### config.mk
export PLATFORM = sky130hd
export DESIGN_NAME = ig_top
export DESIGN_NICKNAME = d
export VERILOG_FILES = /design/src/hdl/ig_pixel_pkg.sv /design/src/hdl/ig_grad_pkg.sv /design/src/hdl/ig_pixel_fetch.sv /design/src/hdl/ig_grad_engine.sv /design/src/hdl/ig_grad_writeback.sv /design/src/hdl/ig_top.sv
export VERILOG_INCLUDE_DIRS = /design/src /design/src/hdl
export SDC_FILE = /design/constraint.sdc
export NUM_CORES = 1
export LEC_CHECK = 0
export BUFFER_PORTS_ARGS = -buffer_cell sky130_fd_sc_hd__buf_4
export CAP_MARGIN = 20
export CORE_UTILIZATION = 41
export DETAILED_ROUTE_END_ITERATION = 7
export GPL_TIMING_DRIVEN = 0
export SLEW_MARGIN = 20
export SYNTH_ARGS = -nofsm -noshare
export SYNTH_HDL_FRONTEND = slang
export SYNTH_HIERARCHICAL = 1
export SYNTH_SLANG_ARGS = --single-unit
### constraint.sdc
create_clock -name clk -period 2.85 [get_ports clk]
set_input_delay 0.57 -clock clk [delete_from_list [all_inputs] [get_ports clk]]
set_output_delay 0.57 -clock clk [all_outputs]
set_load 0.05 [all_outputs]
### src/hdl/ig_params.svh
`ifndef IG_PARAMS_SVH
`define IG_PARAMS_SVH

// ---------------------------------------------------------------------------
// image geometry
// ---------------------------------------------------------------------------

// width in pixels, 2 or more
`define IG_IMG_W 16

// height in pixels, 2 or more
`define IG_IMG_H 16

// pixels per frame
`define IG_PIX_N (`IG_IMG_W * `IG_IMG_H)

// shared by image and gradient memories, pixel count must fit
`define IG_ADDR_W 16

`endif

### src/hdl/ig_pixel_pkg.sv
`include "ig_params.svh"

// types on the image side of the engine
package ig_pixel_pkg;

    // ------------------------------------------------------------------------
    // pixel data
    // ------------------------------------------------------------------------

    // greyscale, unsigned
    typedef logic [7:0] pixel_t;

    // ------------------------------------------------------------------------
    // addressing
    // ------------------------------------------------------------------------

    // raster index, same for image and gradient memories
    typedef logic [`IG_ADDR_W-1:0] pix_addr_t;

endpackage

### src/hdl/ig_grad_pkg.sv
`include "ig_params.svh"

// types on the gradient side of the engine
package ig_grad_pkg;

    // ------------------------------------------------------------------------
    // gradient components
    // ------------------------------------------------------------------------

    // one memory word holds both components
    localparam int GRAD_W = 20;

    // signed difference, covers -255..255
    typedef logic signed [9:0] grad_comp_t;

    // raw memory word
    typedef logic [GRAD_W-1:0] grad_raw_t;

    // gx in the upper half, gy in the lower half
    typedef struct packed {
        grad_comp_t gx;
        grad_comp_t gy;
    } grad_fields_t;

    // ------------------------------------------------------------------------
    // gradient word
    // ------------------------------------------------------------------------

    // engine fills fields, writeback ships raw
    typedef union packed {
        grad_raw_t    raw;
        grad_fields_t fields;
    } grad_word_u;

endpackage

### src/hdl/ig_pixel_fetch.sv
`timescale 1ns/1ps
`include "ig_params.svh"

module ig_pixel_fetch (
    input  logic                    clk,
    input  logic                    reset,
    input  logic                    start,
    input  ig_pixel_pkg::pixel_t    img_di,
    output logic                    img_rd,
    output ig_pixel_pkg::pix_addr_t img_addr,
    output logic                    pix_valid,
    output ig_pixel_pkg::pixel_t    pix_data,
    output logic                    pix_last
);
    import ig_pixel_pkg::*;

    // address of the final pixel in raster order
    localparam pix_addr_t LAST_ADDR = pix_addr_t'(`IG_PIX_N - 1);

    // frame in progress, reads plus the last return
    logic busy;
    // read counter sits on the final pixel
    logic at_last;
    // strobe and last flag delayed to line up with img_di
    logic rd_q;
    logic last_q;

    assign at_last = (img_addr == LAST_ADDR);

    // ------------------------------------------------------------------------
    // read sequencer
    // ------------------------------------------------------------------------

    always_ff @(posedge clk) begin
        if (reset) begin
            busy     <= 1'b0;
            img_rd   <= 1'b0;
            img_addr <= '0;
        end else if (!busy) begin
            // start only taken while idle
            if (start) begin
                busy     <= 1'b1;
                img_rd   <= 1'b1;
                img_addr <= '0;
            end
        end else begin
            // one read per cycle, hold address on the last one
            if (img_rd) begin
                if (at_last) begin
                    img_rd <= 1'b0;
                end else begin
                    img_addr <= img_addr + pix_addr_t'(1);
                end
            end
            // back to idle once the last pixel has come back
            if (last_q) begin
                busy <= 1'b0;
            end
        end
    end

    // ------------------------------------------------------------------------
    // return tagging
    // ------------------------------------------------------------------------

    // memory answers one clock after the strobe
    always_ff @(posedge clk) begin
        if (reset) begin
            rd_q   <= 1'b0;
            last_q <= 1'b0;
        end else begin
            rd_q   <= img_rd;
            last_q <= img_rd && at_last;
        end
    end

    assign pix_valid = rd_q;
    assign pix_last  = last_q;
    // returned pixel is only meaningful with pix_valid
    assign pix_data  = img_di;

    // ------------------------------------------------------------------------
    // checks
    // ------------------------------------------------------------------------

    // strobe only inside an accepted frame
    a_rd_only_busy: assert property (@(posedge clk) disable iff (reset)
        img_rd |-> busy);

    // never read past the frame
    a_addr_in_range: assert property (@(posedge clk) disable iff (reset)
        img_rd |-> (img_addr <= LAST_ADDR));

endmodule

### src/hdl/ig_grad_engine.sv
`timescale 1ns/1ps
`include "ig_params.svh"

module ig_grad_engine (
    input  logic                   clk,
    input  logic                   reset,
    input  logic                   pix_valid,
    input  ig_pixel_pkg::pixel_t   pix_data,
    input  logic                   pix_last,
    output logic                   grad_valid,
    output ig_grad_pkg::grad_word_u grad_word,
    output logic                   grad_last
);
    import ig_pixel_pkg::*;
    import ig_grad_pkg::*;

    localparam int COL_W  = $clog2(`IG_IMG_W);
    localparam int ROW_W  = $clog2(`IG_IMG_H);
    localparam int FILL_W = $clog2(`IG_IMG_W + 1);

    // line buffer, [0] newest, [W] is the pixel being output
    pixel_t line_buf [0:`IG_IMG_W];

    // pixels taken in so far, saturates at one full row
    logic [FILL_W-1:0] fill;
    // flushing the bottom row after pix_last
    logic              flushing;
    logic [COL_W-1:0]  flush_cnt;
    logic              flush_end;
    // position of the word currently on the output
    logic [COL_W-1:0]  col;
    logic [ROW_W-1:0]  row;
    logic              last_col;
    logic              last_row;
    // shift whenever a pixel comes in or a flush word goes out
    logic              advance;

    grad_comp_t gx;
    grad_comp_t gy;

    assign advance   = pix_valid || flushing;
    assign flush_end = flushing && (flush_cnt == COL_W'(`IG_IMG_W - 1));
    assign last_col  = (col == COL_W'(`IG_IMG_W - 1));
    assign last_row  = (row == ROW_W'(`IG_IMG_H - 1));

    // ------------------------------------------------------------------------
    // line buffer
    // ------------------------------------------------------------------------

    // flush shifts in whatever is on pix_data, never reaches the output
    always_ff @(posedge clk) begin
        if (advance) begin
            line_buf[0] <= pix_data;
            for (int i = 1; i <= `IG_IMG_W; i++) begin
                line_buf[i] <= line_buf[i-1];
            end
        end
    end

    // ------------------------------------------------------------------------
    // sequencing
    // ------------------------------------------------------------------------

    always_ff @(posedge clk) begin
        if (reset) begin
            fill       <= '0;
            flushing   <= 1'b0;
            flush_cnt  <= '0;
            grad_valid <= 1'b0;
            grad_last  <= 1'b0;
            col        <= '0;
            row        <= '0;
        end else begin
            // first word once the pixel below it is in
            grad_valid <= (pix_valid && (fill == FILL_W'(`IG_IMG_W))) || flushing;
            grad_last  <= flush_end;

            if (pix_valid && (fill != FILL_W'(`IG_IMG_W))) begin
                fill <= fill + FILL_W'(1);
            end

            // bottom row comes out after the last pixel
            if (pix_valid && pix_last) begin
                flushing  <= 1'b1;
                flush_cnt <= '0;
            end else if (flush_end) begin
                flushing <= 1'b0;
            end else if (flushing) begin
                flush_cnt <= flush_cnt + COL_W'(1);
            end

            // step the output position per word issued
            if (grad_valid) begin
                if (last_col) begin
                    col <= '0;
                    row <= row + ROW_W'(1);
                end else begin
                    col <= col + COL_W'(1);
                end
            end

            // frame done, rearm for the next one
            if (grad_valid && grad_last) begin
                fill <= '0;
                col  <= '0;
                row  <= '0;
            end
        end
    end

    // ------------------------------------------------------------------------
    // differences
    // ------------------------------------------------------------------------

    // zero-extend to 10 bits before subtracting
    always_comb begin
        gx = grad_comp_t'({2'b00, line_buf[`IG_IMG_W-1]})
           - grad_comp_t'({2'b00, line_buf[`IG_IMG_W]});
        gy = grad_comp_t'({2'b00, line_buf[0]})
           - grad_comp_t'({2'b00, line_buf[`IG_IMG_W]});
        // no right neighbour
        if (last_col) begin
            gx = '0;
        end
        // no row below
        if (last_row) begin
            gy = '0;
        end
        grad_word.fields.gx = gx;
        grad_word.fields.gy = gy;
    end

    // fetch must be finished before the flush runs
    a_no_pix_in_flush: assert property (@(posedge clk) disable iff (reset)
        flushing |-> !pix_valid);

endmodule

### src/hdl/ig_grad_writeback.sv
`timescale 1ns/1ps
`include "ig_params.svh"

module ig_grad_writeback (
    input  logic                    clk,
    input  logic                    reset,
    input  logic                    start,
    input  logic                    grad_valid,
    input  ig_grad_pkg::grad_word_u grad_word,
    input  logic                    grad_last,
    output logic                    grad_wr,
    output ig_pixel_pkg::pix_addr_t grad_addr,
    output ig_grad_pkg::grad_raw_t  grad_do,
    output logic                    done
);
    import ig_pixel_pkg::*;

    // address of the next word to be written
    pix_addr_t addr_cnt;
    // between accepted start and the final write
    logic      running;
    // final write is on the port this cycle
    logic      last_q;

    // ------------------------------------------------------------------------
    // control
    // ------------------------------------------------------------------------

    always_ff @(posedge clk) begin
        if (reset) begin
            grad_wr  <= 1'b0;
            last_q   <= 1'b0;
            running  <= 1'b0;
            done     <= 1'b0;
            addr_cnt <= '0;
        end else begin
            grad_wr <= grad_valid;
            last_q  <= grad_valid && grad_last;
            // start while running is dropped, same as the fetch side
            if (start && !running) begin
                running  <= 1'b1;
                done     <= 1'b0;
                addr_cnt <= '0;
            end else begin
                if (grad_valid) begin
                    addr_cnt <= addr_cnt + pix_addr_t'(1);
                end
                // done the cycle after the last write
                if (last_q) begin
                    running <= 1'b0;
                    done    <= 1'b1;
                end
            end
        end
    end

    // write port payload, raw view of the word
    always_ff @(posedge clk) begin
        if (grad_valid) begin
            grad_addr <= addr_cnt;
            grad_do   <= grad_word.raw;
        end
    end

    // done only once writes have stopped
    a_wr_not_done: assert property (@(posedge clk) disable iff (reset)
        !(grad_wr && done));

endmodule

### src/hdl/ig_top.sv
`timescale 1ns/1ps
`include "ig_params.svh"

module ig_top (
    input  logic                    clk,
    input  logic                    reset,
    input  logic                    start,
    input  ig_pixel_pkg::pixel_t    img_di,
    output logic                    img_rd,
    output ig_pixel_pkg::pix_addr_t img_addr,
    output logic                    grad_wr,
    output ig_pixel_pkg::pix_addr_t grad_addr,
    output ig_grad_pkg::grad_raw_t  grad_do,
    output logic                    done
);
    import ig_pixel_pkg::*;
    import ig_grad_pkg::*;

    // fetch to engine pixel stream
    logic       pix_valid;
    pixel_t     pix_data;
    logic       pix_last;

    // engine to writeback word stream
    logic       grad_valid;
    grad_word_u grad_word;
    logic       grad_last;

    // ------------------------------------------------------------------------
    // pipeline
    // ------------------------------------------------------------------------

    ig_pixel_fetch ig_pixel_fetch_inst (
        .clk       (clk),
        .reset     (reset),
        .start     (start),
        .img_di    (img_di),
        .img_rd    (img_rd),
        .img_addr  (img_addr),
        .pix_valid (pix_valid),
        .pix_data  (pix_data),
        .pix_last  (pix_last)
    );

    ig_grad_engine ig_grad_engine_inst (
        .clk        (clk),
        .reset      (reset),
        .pix_valid  (pix_valid),
        .pix_data   (pix_data),
        .pix_last   (pix_last),
        .grad_valid (grad_valid),
        .grad_word  (grad_word),
        .grad_last  (grad_last)
    );

    ig_grad_writeback ig_grad_writeback_inst (
        .clk        (clk),
        .reset      (reset),
        .start      (start),
        .grad_valid (grad_valid),
        .grad_word  (grad_word),
        .grad_last  (grad_last),
        .grad_wr    (grad_wr),
        .grad_addr  (grad_addr),
        .grad_do    (grad_do),
        .done       (done)
    );

endmodule

Yosys cells after proc, flatten, opt, wreduce, memory -nomap -nowiden

Memory sizes are Yosys's and may differ from the RTL's.
Cells that the tools add are included.

Add/subtract/negate cells: 8
Eq/ne operators: 8
Multiplexer cells: 18
Bitwise operators: 1
Reduce and logical (&&, ||, !) cells: 19

Operator list:

| cell                                                                     | number |
|---|---|
| 16-bit two-way mux                                                       | 4 |
| 16-bit by 1-bit adder with 16-bit output (second input constant)         | 2 |
| 8-bit by 8-bit subtractor with 9-bit output                              | 2 |
| 16-bit by 8-bit == test with 1-bit output (second input constant)        | 1 |
| 1-bit two-way mux                                                        | 13 |
| 4-bit by 1-bit adder with 4-bit output (second input constant)           | 3 |
| 4-bit == test (second input constant)                                    | 3 |
| 1-bit logical AND                                                        | 7 |
| 2-bit nonzero test                                                       | 3 |
| 2-bit OR reduction                                                       | 3 |
| 5-bit by 1-bit adder with 5-bit output (second input constant)           | 1 |
| 5-bit == test (second input constant)                                    | 1 |
| 5-bit inequality test (second input constant)                            | 1 |
| 4-bit two-way mux                                                        | 1 |
| 2-bit AND reduction                                                      | 2 |
| 3-bit AND reduction                                                      | 1 |
| 1-bit logical OR                                                         | 2 |
| 2-bit by 1-bit inequality test with 1-bit output (second input constant) | 1 |
| 2-bit inequality test (second input constant)                            | 1 |
| 1-bit logical NOT                                                        | 1 |
| 1-bit inverter                                                           | 1 |

Register bits: 96
RAM bits: 136
Output and inout bits: 55
Logic and storage cells: 75
Memories: 1

Memory list:

| name                         | words | width | rd ports | clocked after memory_dff | wr ports | RTL line             | source |
|---|---|---|---|---|---|---|---|
| ig_grad_engine_inst.line_buf | 17    | 8     | 17       | 0                        | 17       | ig_grad_engine.sv:22 | `` pixel_t line_buf [0:`IG_IMG_W]; `` |

Logic depth before layout (Yosys ltp)

Gate-level depths: netlist of the first run.

Depth after elaboration: 4
Gate-level depth with buffers: 9
Mapped depth without buffers: 8

Hierarchy

The synthesis of the first run kept the hierarchy.

Modules (own cells, without submodules):

| module            | instances | cells each | area each (um^2) |
|---|---|---|---|
| ig_grad_engine    | 1         | 345        | 5761.8 |
| ig_grad_writeback | 1         | 130        | 1928.1 |
| ig_pixel_fetch    | 1         | 124        | 1048.5 |

Worst setup path before layout of the first run

OpenSTA, ideal clock, no wires.

Path kind: register to register
Start point: register ig_pixel_fetch_inst.rd_q (netlist: ig_pixel_fetch_inst/pix_valid)
End point: memory ig_grad_engine_inst/line_buf[0][0] (netlist name) (enable)
Data arrival time: 2226 ps
Slack: 186 ps
Cell stages (with the launch flop): 3
Buffers on the path: 1
Clock period less this slack: 2664 ps
Cell sequence: dfxtp_1 > clkbuf_1 > or2_2

RTL lines:

| item                   | RTL line             | source |
|---|---|---|
| start, declared        | ig_pixel_fetch.sv:25 | `logic rd_q;` |
| start signal, assigned | ig_pixel_fetch.sv:72 | `rd_q <= img_rd;` |
| end, declared          | ig_grad_engine.sv:22 |  |

==> out/summary.txt, run 1 <==
Largest net degree at the start of global routing -> 50
Worst flop-to-flop path endpoint -> ig_grad_writeback_inst/grad_do[6]
Max Transition Viols Final -> 0
Grt ovf -> 0
Achievable clock frequency -> 440 MHz
Combinational Power Share -> 0.034
Wire length of the first global-routing pass -> 23800 µm
Maxcap violations -> 0
Worst EP required -> 3.18 ns
Startpoint of the worst-slack reg-to-reg timing path -> ig_grad_engine_inst/line_buf[0][0]
Inserted Clock Buffers -> 24
Number of remaining DRC errors -> 0
#FFs+latches synth -> 232
Number of ports placed on the die boundary -> 66
Share of total power in sequential cells -> 0.542
Commonest register cell after synthesis -> edfxtp_1
Finished Core Util -> 0.493
Total inserted antenna cells -> 0
Startpoint of the lowest-slack hold path -> img_di[1]
Critical path startpoint category -> flip-flop
End of the worst hold path -> ig_grad_engine_inst/line_buf[0][1]
Arrival time reported for the critical path endpoint -> 2.61 ns
P per Cell Area -> 665 nW/µm²
Number of global-route vias before repair -> 4804
Area growth from synthesis to layout -> 18.3%
Worst hold path cell count -> 1
Final net count -> 722
Total Routing Usage GR -> 0.135
Fraction of layout cells with a size suffix above 1 -> 0.182
Vias after detailed routing -> 4974
Number of setup buffers added after CTS -> 0
Count of filler cells inserted in the layout -> 1805
Count of port buffers added during placement -> 57
Total setup violations reported at the end of the flow -> 0
R2R setup slack -> 0.58 ns
Vert. Die Dim -> 148 µm
Detailed-placement wirelength estimate -> 9720 µm
Std-Cell Rows -> 53
Final-report hold violation count -> 0
Die Footprint -> 21900 µm²
Critical setup path kind -> reg2reg
Count of cells along the worst register-to-register path -> 8
Leakage -> 3.66 nW
Setup skew after layout -> 0.0153 ns
Fraction of power spent switching nets -> 0.208
Normalized max-slew margin -> 0.503
Cts-stage hold buffer count -> 0
Mapped Avg Cell Area -> 14.6 µm²
Core footprint -> 21000 µm²
Worst Tran Pin Value -> 0.740 ns
Peak VDD IR -> 0.450 mV
Combined area of the multi-input logic cells -> 2130 µm²
Number of antenna violations at the first check in global routing -> 0
Placed insts -> 934
Clock Tree Buf Depth -> 3
Wire length per cell -> 15.1 µm
Number of warnings reported in the yosys synthesis log -> 6
Run status -> completed
Post-layout instance count excluding filler cells -> 978
Antenna viol nets, final -> 0
Vias per Instance -> 5.09
Internal -> 5.45 mW
Placer's final routability congestion estimate -> 0.790
Drt initial violations -> 377
Largest driver fanout on the critical path -> 3
Sum of internal, switching and leakage power -> 6.88 mW
Hold WC Path Type -> in2reg
Async S/R FF share, synth -> 0
Worst skew pair latency -> 0.52 ns
Die boundary width -> 148 µm
TritonCTS clock tree -> done
Netlist Area Pre-Place -> 8740 µm²
Routed Wire Length -> 14700 µm
Effective utilization at floorplan -> 0.417
Kind of capture point of the worst setup path -> flip-flop
RSZ-0062 raised after global routing -> false
Unique cell type count in the Yosys netlist -> 55
Period utilization -> 0.798
CTS Root Cell -> clkbuf_16
Level count of the clock H-tree -> 1
Cts repair resizes -> 0
Min Clock Period, post-route -> 2.27 ns
Net Count, Synth -> 636
Clock-pin slew on the worst setup and hold paths -> 0.06 ns
Clock sink count -> 232
Number of flops mapped to enable cells by yosys -> 172
Part of the Yosys area used for sequential elements -> 0.729
Drt first pass iters -> 5
Net load switching power -> 1.43 mW
Synthesized instance count -> 599
Share of power burned in the clock network -> 0.424
Register Area -> 6370 µm²
-- synth_stat cells (8+ instances only) --
master	number	area, µm²
a21oi_1	23	115
and3_1	8	50.1
buf_4	13	97.6
clkbuf_1	11	41.3
dfxtp_1	60	1200
edfxtp_1	172	5160
ha_1	24	300
inv_1	20	75.1
nand2_1	37	139
nand3_1	14	70.1
nand4_1	14	87.6
nand4b_1	8	70.1
nor2_1	45	169
nor3_1	11	55.1
o21ai_0	12	60.1
o31ai_1	8	60.1
xnor2_1	8	70.1
xor2_1	15	131
-- placed cells by master (no fill, tap or decap), types with 4 or more instances in the layout --
master / count
clkinv_1: 4
and4_1: 5
mux2i_1: 6
buf_4: 70
xor2_1: 15
o21a_1: 5
nand4b_1: 8
inv_1: 20
o21ai_0: 12
or3_1: 6
a311oi_1: 4
dfxtp_1: 59
nor2b_1: 7
clkinv_2: 9
ha_1: 24
nand3_1: 14
a21oi_1: 23
edfxtp_1: 172
xnor2_1: 8
o31ai_1: 8
a21o_1: 5
clkbuf_1: 13
and3_1: 8
a211oi_1: 7
nand4_1: 14
nor2_1: 45
nor3_1: 11
nand2_1: 37
and2_1: 4
clkbuf_16: 24
-- how the worst max path moves through the flow --
stage | startpoint | to
floorplan | ig_pixel_fetch_inst/pix_valid | ig_grad_engine_inst/line_buf[0][0]
global placement | ig_pixel_fetch_inst/pix_valid | ig_grad_engine_inst/line_buf[12][7]
detailed placement | ig_grad_engine_inst/line_buf[15][0] | ig_grad_writeback_inst/grad_do[19]
CTS | ig_grad_engine_inst/line_buf[0][0] | ig_grad_writeback_inst/grad_do[6]
global route | ig_grad_engine_inst/line_buf[0][0] | ig_grad_writeback_inst/grad_do[6]
finish | ig_grad_engine_inst/line_buf[0][0] | ig_grad_writeback_inst/grad_do[6]
-- metrics by stage --
stage          cell area, µm²  hold slack (ns)  setup WS (ns)  setup TNS (ns)
2_1_floorplan            8740            0.400          0.186               0
5_1_grt                 10300            0.211          0.423               0
6_report                10300            0.222          0.577               0
3_3_place_gp             9510            0.401         -0.445          -59.74
4_1_cts                 10300            0.206          0.605               0
3_5_place_dp             9600            0.405          0.623               0
-- cell families (layout without fill, tap and decap cells) --
family	count (synthesis)	in the layout	share of synthesized area
flops	232	232	0.729
simple gates	179	179	0.107
compound gates	83	83	0.0656
buf+inv	48	152	0.0275
fa+ha+maj	26	26	0.0389
xor+xnor	23	23	0.0231
mux	8	8	0.00945
-- flip-flops by register name, summed over array words and instances (netlist names), 4 cells and up --
name / flops
ig_grad_engine_inst/col: 4
ig_grad_writeback_inst/addr_cnt: 16
ig_grad_writeback_inst/grad_do: 20
ig_pixel_fetch_inst/img_addr: 16
ig_grad_engine_inst/row: 4
ig_grad_engine_inst/line_buf: 136
ig_grad_engine_inst/flush_cnt: 4
ig_grad_writeback_inst/grad_addr: 16
ig_grad_engine_inst/fill: 5
-- per-layer routing --
metal / part of all wire / track usage / up-vias
met2: 0.48 / 0.217 / 115
met4: 0.019 / 0.0490 / 0
li1: - / - / 2402
met1: 0.45 / 0.181 / 2436
met5: 0 / 0 / -
met3: 0.050 / 0.0262 / 21
-- worst max-delay path, cell delays in order (launching register included) --
cell	delay (ns)
edfxtp_1	0.39
inv_1	0.11
ha_1	0.19
inv_1	0.06
fa_1	0.42
a211oi_1	0.33
o21bai_1	0.19
mux2i_1	0.15
a211oi_1	0.26
-- power by group through the flow --
stage | Combinational (mW) | Clock, mW | Sequential, mW
2_1_floorplan | 0.162 | 0 | 3.80
3_3_place_gp | 0.212 | 0 | 3.80
3_5_place_dp | 0.232 | 0 | 3.80
4_1_cts | 0.233 | 3.00 | 3.73
5_1_grt | 0.257 | 3.14 | 3.73
6_report | 0.231 | 2.92 | 3.73
-- layout make-up --
cell class                      count  share of cell area
Timing Repair Buffer               60              0.0494
Clock inverter                     17              0.0116
Sequential cell                   232               0.616
Multi-Input combinational cell    319               0.206
Clock buffer                       27              0.0601
Tap cell                          275              0.0333
Buffer                             28              0.0160
Inverter                           20             0.00726
No activity file was read; power rests on OpenSTA's default activity.
==> inputs of run 2 (changes only) <==
==> constraint.sdc (replaced) <==
create_clock -name clk -period 1.88 [get_ports clk]
set_input_delay 0.376 -clock clk [delete_from_list [all_inputs] [get_ports clk]]
set_output_delay 0.376 -clock clk [all_outputs]
set_load 0.05 [all_outputs]
==> run 2 against run 1 <==
Effect of this change: the flow now finishes with violations (negative setup slack); critical path type unchanged; clock power is 63% higher; worst hold slack worse by 0.19 ns; worst setup slack worse by 0.83 ns; largest power group unchanged.
==> out/summary.txt, run 2 (synthesized netlist as in run 1, its figures left out) <==
Run status -> finished, violations left
Final WS setup -> -0.251 ns (-0.828 ns)
Largest registers in the final layout -> ig_grad_engine_inst/line_buf x136, ig_grad_writeback_inst/grad_do x20
TritonCTS clock tree -> done
Total inserted antenna cells -> 0 (unchanged)
Grt ovf -> 0 (unchanged)
Die boundary width -> 148 µm (unchanged)
Leakage -> 3.77 nW (+3.1%)
Level count of the clock H-tree -> 1 (unchanged)
Min Clock Period, post-route -> 2.13 ns (-0.142 ns)
Share of power burned in the clock network -> 0.440 (+0.016)
Maxcap violations -> 0 (unchanged)
Top register by number of flip-flops -> ig_grad_engine_inst/line_buf
Vias per Instance -> 5.11 (+0.39%)
Achievable clock frequency -> 469 MHz (+6.7%)
Die Footprint -> 21900 µm² (unchanged)
Instance area at placement -> 9610 µm² (+0.16%)
Arrival time reported for the critical path endpoint -> 2.45 ns (-0.16 ns)
Cts-stage hold buffer count -> 0 (unchanged)
Period utilization -> 1.13 (+0.336)
Peak VDD IR -> 0.575 mV (+28%)
Final std cell area, no fill -> 10700 µm² (+3.3%)
Largest register FFs -> 136 (unchanged)
Critical path startpoint category -> flip-flop
Number of antenna violations at the first check in global routing -> 0 (unchanged)
Std-Cell Rows -> 53 (unchanged)
Vert. Die Dim -> 148 µm (unchanged)
Kind of capture point of the worst setup path -> flip-flop
Share of total power in sequential cells -> 0.524 (-0.018)
Post-layout instance count excluding filler cells -> 991 (+1.3%)
Core footprint -> 21000 µm² (unchanged)
Drt initial violations -> 352 (-6.6%)
Detailed-placement wirelength estimate -> 9670 µm (-0.55%)
Wire length per cell -> 15.7 µm (+4.5%)
Count of port buffers added during placement -> 57 (unchanged)
Setup total negative slack -> -1.76 ns (-1.76 ns)
Clock-pin slew on the worst setup and hold paths -> 0.06 ns (about the same)
Routed Wire Length -> 15600 µm (+5.9%)
Placer's final routability congestion estimate -> 0.775 (-1.9%)
Finished Core Util -> 0.510 (+0.0162)
Number of ports placed on the die boundary -> 66 (unchanged)
Setup skew after layout -> 0.0138 ns (-0.00154 ns)
P per Cell Area -> 1010 nW/µm² (+52%)
Total setup violations reported at the end of the flow -> 11 (+11)
Area growth from synthesis to layout -> 22.2%
Normalized max-slew margin -> 0.631 (+0.128)
Effective utilization at floorplan -> 0.417 (unchanged)
Vias after detailed routing -> 5060 (+1.7%)
Violations in the final reports -> negative setup slack
Total Routing Usage GR -> 0.144 (+0.00924)
Worst Tran Pin Value -> 0.554 ns (-0.187 ns)
Critical setup path kind -> reg2reg
Clock Tree Buf Depth -> 3 (unchanged)
Clock sink count -> 232 (unchanged)
Max Transition Viols Final -> 0 (unchanged)
Net load switching power -> 2.13 mW (+49%)
Hold WC Path Type -> in2reg
Count of cells along the worst register-to-register path -> 8 (unchanged)
Largest driver fanout on the critical path -> 2 (-1)
Placed insts -> 933 (-0.11%)
CTS Root Cell -> clkbuf_16
Commonest non-fill, non-tap cell in the layout -> edfxtp_1
Number of remaining DRC errors -> 0 (unchanged)
Number of global-route vias before repair -> 4980 (+3.7%)
Worst hold path cell count -> 1 (unchanged)
Worst skew pair latency -> 0.52 ns (about the same)
Worst EP required -> 2.20 ns (-0.98 ns)
Fraction of power spent switching nets -> 0.197 (-0.0103)
Largest net degree at the start of global routing -> 52 (+4.0%)
Combinational Power Share -> 0.037 (+0.003)
Drt first pass iters -> 5 (unchanged)
Antenna viol nets, final -> 0 (unchanged)
Fraction of layout cells with a size suffix above 1 -> 0.236 (+0.0540)
Internal -> 8.67 mW (+59%)
Final-report hold violation count -> 0 (unchanged)
Inserted Clock Buffers -> 24 (unchanged)
RSZ-0062 raised after global routing -> true
Wire length of the first global-routing pass -> 25000 µm (+5.4%)
Final net count -> 735 (+1.8%)
Commonest cells after routing, fill and taps aside -> edfxtp_1, buf_4, dfxtp_1
run 2: layer usage:
layer	part of all wire	up-vias	wire [µm]	track usage
met1	0.45	2463	7020	0.186
met5	0	-	0	0
met4	0.028	0	432	0.0598
met3	0.045	36	703	0.0256
met2	0.48	119	7430	0.238
li1	-	2442	-	-
run 2: timing repair:
item,in CTS,in global routing
pin swaps,8,10
setup endpoints to repair,29,26
gates resized for setup,13,19
buffers inserted,8,9
run 2: path summary, 6_finish.rpt:
path | start | to | slack (ns)
worst max-delay path | ig_grad_engine_inst/line_buf[15][0] | ig_grad_writeback_inst/grad_do[18] | -0.25
worst min-delay path | img_di[5] | ig_grad_engine_inst/line_buf[0][5] | 0.03
worst max register to register | ig_grad_engine_inst/line_buf[15][0] | ig_grad_writeback_inst/grad_do[18] | -0.25
worst min register to register | ig_grad_engine_inst/line_buf[7][3] | ig_grad_engine_inst/line_buf[8][3] | 0.41
run 2: metrics by stage:
stage	power [mW]	setup slack (ns)	hold WS [ns]
CTS	10.9	-0.208	0.00922
finish	10.8	-0.251	0.0301
global placement	6.09	-0.379	0.402
detailed placement	6.12	-0.293	0.405
floorplan	6.01	-0.0890	0.400
global route	11.2	-0.342	0.00645
run 2: worst max-delay path, cell delays in order, from the launching register on:
cell,delay (ns)
edfxtp_1,0.40
inv_2,0.10
ha_4,0.12
inv_2,0.03
fa_2,0.34
a21o_1,0.22
a221oi_2,0.31
nor2_2,0.09
a2111oi_4,0.34
run 2: layout make-up:
cell class	count	area, µm²
Buffer	25	166
Clock buffer	30	623
Clock inverter	14	173
Fill cell	1789	10300
Inverter	20	77.6
Multi-Input combinational cell	319	2280
Sequential cell	232	6380
Tap cell	275	344
Timing Repair Buffer	76	638
run 2: power by group through the flow:
stage	sequential (mW)	clock, mW	combinational [mW]
final	5.65	4.75	0.399
after global routing	5.66	5.10	0.439
after CTS	5.65	4.90	0.376
after detailed placement	5.76	0	0.360
after global placement	5.76	0	0.331
after floorplan	5.76	0	0.251
==> inputs of run 3 (changes only) <==
==> constraint.sdc (replaced) <==
create_clock -name clk -period 2 [get_ports clk]
set_input_delay 0.4 -clock clk [delete_from_list [all_inputs] [get_ports clk]]
set_output_delay 0.4 -clock clk [all_outputs]
set_load 0.05 [all_outputs]
==> run 3 against run 2 <==
Effect of this change: worst setup slack better by 0.20 ns; power down 8.1%; clock power is 11% lower; largest cell class unchanged; critical endpoint is now ig_grad_writeback_inst/grad_do[16]; critical path type unchanged; the run still ends with negative setup slack left; first-iteration DRC count is 1.4% lower; die area stayed put.
==> out/summary.txt, run 3 (synthesized netlist as in run 1, its figures left out) <==
Wire length per cell -> 15.8 µm (+0.64%)
Finished Core Util -> 0.505 (-0.00424)
Number of ports placed on the die boundary -> 66 (unchanged)
Setup skew after layout -> 0.0151 ns (+0.00130 ns)
Vert. Die Dim -> 148 µm (unchanged)
Final net count -> 731 (-0.54%)
Startpoint of the worst-slack reg-to-reg timing path -> ig_grad_engine_inst/line_buf[15][0]
CTS Root Cell -> clkbuf_16
Final-report hold violation count -> 0 (unchanged)
Worst Tran Pin Value -> 0.577 ns (+0.0231 ns)
Kind of capture point of the worst setup path -> flip-flop
Clock Tree Buf Depth -> 3 (unchanged)
Number of remaining DRC errors -> 0 (unchanged)
Largest net degree at the start of global routing -> 60 (+15%)
Largest registers in the final layout -> ig_grad_engine_inst/line_buf x136, ig_grad_writeback_inst/grad_do x20
TritonCTS clock tree -> done
R2R setup slack -> -0.05 ns (+0.20 ns)
Area growth from synthesis to layout -> 21.2%
Vias after detailed routing -> 5030 (-0.59%)
Total setup violations reported at the end of the flow -> 4 (-7)
Run status -> finished, violations left
Detailed-placement wirelength estimate -> 9590 µm (-0.81%)
Instance area at placement -> 9560 µm² (-0.49%)
Vias per Instance -> 5.10 (-0.19%)
Commonest cells after routing, fill and taps aside -> edfxtp_1, buf_4, dfxtp_1
Sum of internal, switching and leakage power -> 9.92 mW (-8.1%)
Peak VDD IR -> 0.554 mV (-3.7%)
Inserted Clock Buffers -> 24 (unchanged)
Worst hold path cell count -> 1 (unchanged)
Count of filler cells inserted in the layout -> 1785 (-0.22%)
Core footprint -> 21000 µm² (unchanged)
Clock sink count -> 232 (unchanged)
Worst-case setup slack after placement -> -0.329 ns (-0.0360 ns)
Worst skew pair latency -> 0.52 ns (about the same)
Std-Cell Rows -> 53 (unchanged)
Die boundary width -> 148 µm (unchanged)
Die Footprint -> 21900 µm² (unchanged)
Critical path startpoint category -> flip-flop
Number of antenna violations at the first check in global routing -> 0 (unchanged)
Number of global-route vias before repair -> 4826 (-3.1%)
P per Cell Area -> 937 nW/µm² (-7.3%)
Achievable clock frequency -> 487 MHz (+3.8%)
Drt first pass iters -> 5 (unchanged)
Total Routing Usage GR -> 0.142 (-0.00216)
Effective utilization at floorplan -> 0.417 (unchanged)
Leakage -> 3.72 nW (-1.2%)
Fraction of layout cells with a size suffix above 1 -> 0.226 (-0.00991)
Antenna viol nets, final -> 0 (unchanged)
Hold WC Path Type -> in2reg
Clock-pin slew on the worst setup and hold paths -> 0.06 ns (about the same)
Drt initial violations -> 347 (-1.4%)
End of the worst hold path -> ig_grad_engine_inst/line_buf[0][1]
Total inserted antenna cells -> 0 (unchanged)
Placed insts -> 933 (unchanged)
Violations in the final reports -> negative setup slack
Setup total negative slack -> -0.0893 ns (+1.67 ns)
Normalized max-slew margin -> 0.615 (-0.0154)
Max Transition Viols Final -> 0 (unchanged)
Post-layout instance count excluding filler cells -> 987 (-0.40%)
Arrival time reported for the critical path endpoint -> 2.31 ns (-0.14 ns)
Cts-stage hold buffer count -> 0 (unchanged)
Worst flop-to-flop path endpoint -> ig_grad_writeback_inst/grad_do[16]
Hold slack final -> 0.0550 ns (+0.0249 ns)
Largest register FFs -> 136 (unchanged)
Min Clock Period, post-route -> 2.05 ns (-0.0789 ns)
RSZ-0062 raised after global routing -> true
Routed Wire Length -> 15600 µm (+0.23%)
Count of port buffers added during placement -> 57 (unchanged)
Startpoint of the lowest-slack hold path -> img_di[1]
Commonest non-fill, non-tap cell in the layout -> edfxtp_1
Count of cells along the worst register-to-register path -> 9 (+1)
Wire length of the first global-routing pass -> 24900 µm (-0.69%)
Combined area of the multi-input logic cells -> 2290 µm² (+0.33%)
Placer's final routability congestion estimate -> 0.799 (+3.1%)
Critical setup path kind -> reg2reg
Top register by number of flip-flops -> ig_grad_engine_inst/line_buf
Worst EP required -> 2.26 ns (+0.06 ns)
Grt ovf -> 0 (unchanged)
Largest driver fanout on the critical path -> 2 (unchanged)
Level count of the clock H-tree -> 1 (unchanged)
Register Area -> 6370 µm² (about the same)
Final WS setup -> -0.0522 ns (+0.199 ns)
Final std cell area, no fill -> 10600 µm² (-0.83%)
Period utilization -> 1.03 (-0.107)
Maxcap violations -> 0 (unchanged)
run 3: critical path, cell delays in order, from the launching register on:
cell and delay, ns:
edfxtp_1 0.40, inv_2 0.09, ha_4 0.13, inv_2 0.03, fa_2 0.32, a21o_1 0.18
a221oi_2 0.29, buf_4 0.17, xor2_1 0.13, nor2_1 0.05
run 3: worst max path at each step:
stage	cells past startpoint	endpoint	slack (ns)	startpoint
5_1_grt	9	ig_grad_writeback_inst/grad_do[16]	-0.19	ig_grad_engine_inst/line_buf[15][0]
4_1_cts	8	ig_grad_writeback_inst/grad_do[19]	-0.18	ig_grad_engine_inst/line_buf[15][0]
3_5_place_dp	6	ig_grad_writeback_inst/addr_cnt[11]	-0.33	ig_grad_engine_inst/grad_valid
2_1_floorplan	9	ig_grad_writeback_inst/grad_do[19]	-0.02	ig_grad_engine_inst/line_buf[15][0]
3_3_place_gp	2	ig_grad_engine_inst/line_buf[1][7]	-0.40	ig_pixel_fetch_inst/pix_valid
6_report	9	ig_grad_writeback_inst/grad_do[16]	-0.05	ig_grad_engine_inst/line_buf[15][0]
run 3: cell type report:
class,instances,area share
Sequential cell,232,0.602
Multi-Input combinational cell,321,0.216
Tap cell,275,0.0325
Timing Repair Buffer,71,0.0572
Inverter,20,0.00733
Clock inverter,17,0.0135
Clock buffer,27,0.0578
Buffer,24,0.0141
run 3: where the power goes:
| part | internal [mW] | switching (mW) |
|---|---|---|
| logic | 0.150 | 0.225 |
| registers | 5.27 | 0.0426 |
| clock network | 2.46 | 1.77 |
| total | 7.88 | 2.04 |
run 3: routing by layer:
metal	up-vias	wire (µm)	GRT usage
li1	2434	-	-
met4	0	378	0.0495
met2	117	7470	0.223
met3	31	689	0.0231
met1	2448	7090	0.198
met5	-	0	0
run 3: what timing repair did:
item,in CTS,in global routing
endpoints found under the setup margin,87,88
setup buffers,8,4
gates cloned,2,0
gates resized for setup,19,18
pin swaps,15,8
